===== src/common/cache_pkg.sv =====
// shared geometry, address decode and control/request types for the L1 cache
`default_nettype none

package cache_pkg;

    localparam int S_OFFSET = 5;
    localparam int S_INDEX  = 3;
    localparam int S_TAG    = 32 - S_OFFSET - S_INDEX;
    localparam int S_MASK   = 2**S_OFFSET;     // bytes per line
    localparam int S_LINE   = 8*S_MASK;        // bits per line
    localparam int NUM_SETS = 2**S_INDEX;

    typedef logic [S_LINE-1:0] line_t;
    typedef logic [S_MASK-1:0] byte_en_t;

    typedef struct packed {
        logic [S_TAG-1:0]    tag;
        logic [S_INDEX-1:0]  index;
        logic [S_OFFSET-1:0] offset;
    } addr_fields_t;

    // same 32 bits, seen as a bus word or as cache fields
    typedef union packed {
        logic [31:0]  word;
        addr_fields_t f;
    } cache_addr_t;

    typedef struct packed {
        logic        write;
        cache_addr_t addr;
        byte_en_t    byte_en;
        line_t       wdata;
    } cpu_req_t;

    typedef struct packed {
        logic set_dirty;
        logic reset_dirty;
        logic set_valid;
        logic load_tag;
        logic set_lru;
        logic load_data;
        logic pmem_write;
    } dp_ctrl_t;

    typedef struct packed {
        logic hit;
        logic victim_dirty;
    } dp_status_t;

endpackage : cache_pkg

`default_nettype wire


===== src/cache/cache_control.sv =====
// cache FSM sequencing compare, write-back, allocate and respond over two four-phase handshakes
`default_nettype none

module cache_control
    import cache_pkg::*;
(
    input  logic       clk,
    input  logic       rst_n,
    input  logic       mem_req,
    input  logic       write,
    input  dp_status_t status,
    input  logic       pmem_ack,
    output dp_ctrl_t   ctrl,
    output logic       mem_ack,
    output logic       pmem_req,
    output logic       pmem_write
);

    typedef enum logic [2:0] {
        st_idle,
        st_compare,
        st_write_back,
        st_allocate,
        st_respond
    } state_t;

    state_t state;
    state_t next_state;
    logic   ack_seen;       // pmem ack taken, waiting for it to fall
    logic   pmem_rise;
    logic   pmem_done;

    assign pmem_rise  = pmem_ack && !ack_seen;
    assign pmem_done  = ack_seen && !pmem_ack;
    assign pmem_write = ctrl.pmem_write;

    always_comb
    begin
        next_state = state;
        ctrl       = '0;
        pmem_req   = 1'b0;

        case (state)
            st_idle:
            begin
                if (mem_req)
                    next_state = st_compare;
            end

            st_compare:
            begin
                if (status.hit)
                begin
                    ctrl.set_lru = 1'b1;
                    if (write)
                    begin
                        ctrl.load_data = 1'b1;
                        ctrl.set_dirty = 1'b1;   // store merges into hit way
                    end
                    next_state = st_respond;
                end
                else if (status.victim_dirty)
                begin
                    next_state = st_write_back;
                end
                else
                begin
                    next_state = st_allocate;
                end
            end

            st_write_back:
            begin
                ctrl.pmem_write = 1'b1;           // holds victim address too
                pmem_req        = !ack_seen;
                if (pmem_done)
                    next_state = st_allocate;
            end

            st_allocate:
            begin
                pmem_req = !ack_seen;
                if (pmem_rise)
                begin
                    ctrl.load_data   = 1'b1;
                    ctrl.set_valid   = 1'b1;
                    ctrl.load_tag    = 1'b1;
                    ctrl.reset_dirty = 1'b1;
                end
                if (pmem_done)
                    next_state = st_compare;      // retry, now a hit
            end

            st_respond:
            begin
                if (!mem_req)
                    next_state = st_idle;
            end

            default:
            begin
                next_state = st_idle;
            end
        endcase
    end

    always_ff @(posedge clk or negedge rst_n)
    begin
        if (!rst_n)
        begin
            state    <= st_idle;
            ack_seen <= 1'b0;
            mem_ack  <= 1'b0;
        end
        else
        begin
            state <= next_state;

            if (pmem_rise && (state == st_write_back || state == st_allocate))
                ack_seen <= 1'b1;
            else if (pmem_done)
                ack_seen <= 1'b0;

            // one cycle behind respond, dropped once req falls
            mem_ack <= (state == st_respond) && mem_req;
        end
    end

endmodule : cache_control

`default_nettype wire


===== config.mk =====
export PLATFORM = sky130hd
export DESIGN_NAME = cache_control
export DESIGN_NICKNAME = d
export VERILOG_FILES = /design/src/common/cache_pkg.sv /design/src/cache/cache_control.sv
export SDC_FILE = /design/constraint.sdc
export NUM_CORES = 1
export LEC_CHECK = 0
export BUFFER_PORTS_ARGS = -buffer_cell sky130_fd_sc_hd__buf_4
export CORE_AREA = 2 2 39 41
export CTS_CLUSTER_SIZE = 14
export DETAILED_ROUTE_END_ITERATION = 8
export DIE_AREA = 0 0 41 43
export GPL_TIMING_DRIVEN = 0
export PLACE_DENSITY = 0.45
export SYNTH_ARGS = -nofsm -noshare
export SYNTH_HDL_FRONTEND = slang
export SYNTH_SLANG_ARGS = --single-unit

===== constraint.sdc =====
create_clock -name clk -period 1.9 [get_ports clk]
set_clock_uncertainty 0.2 [all_clocks]
set_input_delay 0.19 -clock clk [delete_from_list [all_inputs] [get_ports clk]]
set_output_delay 0.19 -clock clk [all_outputs]
set_load 0.02 [all_outputs]

==> impl_summary.txt <==
----------------------------------------------------
[Run status]
  Status ... finished clean

[Timing]
  Number of endpoints with negative hold slack in the final report ... 0
  Post-route worst setup slack ... around 70 ps
  Setup violation total in the final timing report ... 0
  Final hold slack ... approximately 37 ps
  Final critical delay including setup and external delays ... around 1800 ps
  RSZ-0062 raised after global routing ... no
  Pins over their slew limit ... 0
  Worst Max-Slew Pin Slew ... 274 ps
  Total Negative Setup Slacks ... 0 ps
  Peak Freq ... 546 MHz
  Worst slew slack as a fraction of its limit ... 81.6%
  Final clock period utilization by the worst path ... 96.3%

[Hold path]
  Worst hold stages ... 4
  Path category of the worst min-delay check ... primary input to register
  Source of the worst hold timing path ... status[0]
  Hold Crit Endpoint ... state[0]

[Logic synthesis]
  Ranking of synthesized cells by instance count ... dfrtp_1 (5), buf_4 (4), nor2_1 (3)
  Top_reg_cell synth ... dfrtp_1
  Post-synth net total ... 36
  Area of the mapped netlist ... about 300 um^2
  Most repeated cell in the gate-level netlist after synthesis ... dfrtp_1
  Number of enable-type register cells in the synthesized netlist ... 0
  Most area-consuming cells after synthesis ... dfrtp_1 (42%), buf_4 (10%), nor4bb_4 (8.4%)
  Proportion of netlist area held by the largest area contributor ... a little over two fifths
  Async set-reset flop share out of synthesis ... 100%
  Number of warnings reported in the yosys synthesis log ... 0
  Synth Instances ... 29
  Cell taking the most area after synthesis ... dfrtp_1
  Count of unique library cells instantiated by Yosys ... 18
  Per-instance average area after synthesis ... just over 10 um^2
  Sequential element share of the synthesized area ... between 40% and 50%
  Flip-flop and latch count after synthesis ... 5

[Cells and area]
  Register area ... 126 um^2
  Proportion of layout cells with a drive suffix above 1 ... between 50% and 60%
  Fillers ... roughly 140
  # nets final ... 60
  Count of inserted antenna diode cells ... 0
  Area used by multi-input combinational logic ... 144 um^2
  Area overhead of the layout relative to synthesis ... 72.0%
  Finished Cell Area ... ~510 um^2
  Share of the core filled with cells ... between 30% and 40%

[Setup path]
  Launching point of the worst reg2reg path ... state[1]
  Critical path arrival ... 1440 ps
  Required time at the worst-slack endpoint ... between 1500 and 2000 ps
  Critical path startpoint category ... register
  Crit. End Element ... output port
  Classification of the worst setup path ... register to output port
  Minimum setup slack among reg-to-reg paths ... ~650 ps
  Largest fanout on the critical path ... 5
  Count of cells along the worst register-to-register path ... 3
  FF-to-FF End ... state[1]

[Clock network]
  Clock Sinks ... 5
  Worst-case clock buffer depth ... 2
  Clock root buffer ... clkbuf_4
  TritonCTS clock tree ... done
  Total number of H-tree levels ... 1
  Register clock-pin slew on the reported worst setup and hold paths ... roughly 40 ps
  Inserted Clock Buffers ... 3
  Clock latency reported for the late side of the worst-skew pair ... around 240 ps

[Die]
  Top Ports ... 17
  Number of core rows ... 14
  Starting density of the core ... 21.6%
  Core footprint ... around 1400 um^2
  X dimension of the die ... between 40 and 50 um
  Vertical extent of the die ... approximately 43 um
  Die Footprint ... 1760 um^2

[Detailed routing]
  Pre-Repair DR Iteration Count ... 4
  Total Routed Length ... between 600 and 700 um
  Post-detailed-route count of antenna-violating nets ... 0
  Via density per instance ... 4.22
  Wire per inst ... ~10 um
  Detailed Route Iter0 Violations ... 2
  DRC viols ... 0
  Detailed-route via count ... 287

[Place]
  Placed standard-cell area ... approximately 440 um^2
  Detailed-placement wirelength estimate ... between 500 and 600 um
  Worst slack after detailed placement ... 258 ps
  Final weighted congestion of routability-driven global placement ... slightly below 0.8
  Number of buffers added on ports ... 16

[Power and ir drop]
  Psw ... 0.305 mW
  Power per Cell Area ... ~1500 nW/um^2
  P_int ... between 0.4 and 0.5 mW
  VDD IR-drop max ... approximately 0.53 mV
  Cell leakage power ... 0.268 nW
  Clock Power Share ... around 15%
  Switching power as a share of total power ... around 40%
  Sequential power share ... around 27%
  Comb pwr share ... 57.6%

[Global routing]
  Overall overflow remaining after global route ... 0
  Global-route wire length before repair ... around 1100 um
  Overall Global Routing Usage ... between 10% and 20%
  Antenna violations before repair ... 0
  Via count of the first global-routing pass ... 281
  Largest net degree at the start of global routing ... 9

[Flow run]
  Max Cap Violations ... 0

----------------------------------------------------
-- through the flow --
stage          instances  power, mW
2_1_floorplan         29      0.448
3_3_place_gp          61      0.586
3_5_place_dp          61      0.591
4_1_cts               67      0.740
5_1_grt               68      0.832
6_report              68      0.780
-- how the worst max path moves through the flow --
stage | start | to | slack (ps) | depth (start not counted)
finish | state[2] | ctrl[4] | 70 | 5
global route | state[2] | ctrl[1] | 0.09 | 4
CTS | state[1] | ctrl[1] | 50 | 4
detailed placement | state[2] | ctrl[4] | 260 | 5
global placement | state[2] | ctrl[4] | 280 | 5
floorplan | state[2] | ctrl[4] | 110 | 4
-- placed cells by master, fill, tap and decap left out --
master	instances
buf_4	20
dfrtp_1	4
nor2_1	3
clkbuf_4	3
inv_1	2
dlygate4sd3_1	2
nand2b_4	1
nor2_2	1
and3_1	1
nor4bb_4	1
and2_4	1
a31o_1	1
nor2b_1	1
and3b_2	1
nand2b_1	1
a311oi_1	1
nor3_1	1
a21oi_1	1
and3_2	1
o32ai_1	1
or2_1	1
clkbuf_1	1
buf_12	1
dfrtp_2	1
-- metal layers --
layer | global-route usage, % | wire, um | vias up
met4 | 4.00 | 0 | 0
li1 | - | - | 146
met3 | 7.85 | 35 | 0
met1 | 10.4 | 287 | 136
met2 | 14.7 | 372 | 5
met5 | 0 | 0 | -
-- state kept, by name, summed over array words and instances (netlist names) --
signal    cells
mem_ack       1
state         3
ack_seen      1
-- power by group through the flow --
stage / Combinational (mW) / Sequential, mW / Clock [mW]
3_5_place_dp: 0.383 / 0.209 / 0
5_1_grt: 0.477 / 0.222 / 0.133
6_report: 0.449 / 0.212 / 0.118
4_1_cts: 0.400 / 0.214 / 0.126
3_3_place_gp: 0.380 / 0.207 / 0
2_1_floorplan: 0.251 / 0.198 / 0
-- final cells by class --
class	count	area share (%)
repair buffers	19	31.1
multi-input cells	18	28.0
flip-flops and latches	5	24.6
plain buffers	4	5.84
clock buffers	4	5.11
well taps	16	3.89
inverters	2	1.46
-- logic make-up (layout without fill, tap and decap cells) --
| group | after synthesis | count (layout) | share of synthesized area, % |
|---|---|---|---|
| and+or+nand+nor | 14 | 14 | 35.1 |
| buffers and inverters | 6 | 29 | 12.6 |
| DFF | 5 | 5 | 41.8 |
| AOI/OAI and AO/OA | 4 | 4 | 10.5 |
-- critical path: stages (launching register included) --
cell,delay [ps]
dfrtp_1,440
nand2b_4,190
nor2_2,120
and3_1,210
buf_4,120
buf_4,120
-- what timing repair did --
item / CTS / global route
pin swaps: 0 / 1
setup endpoints to repair: 2 / 3
hold buffers: 2 / 0
endpoints found under the hold margin: 6 / 0
setup buffers: 0 / 1
resized for setup: 1 / 1
Note: power is estimated with default switching activity, not from simulation.
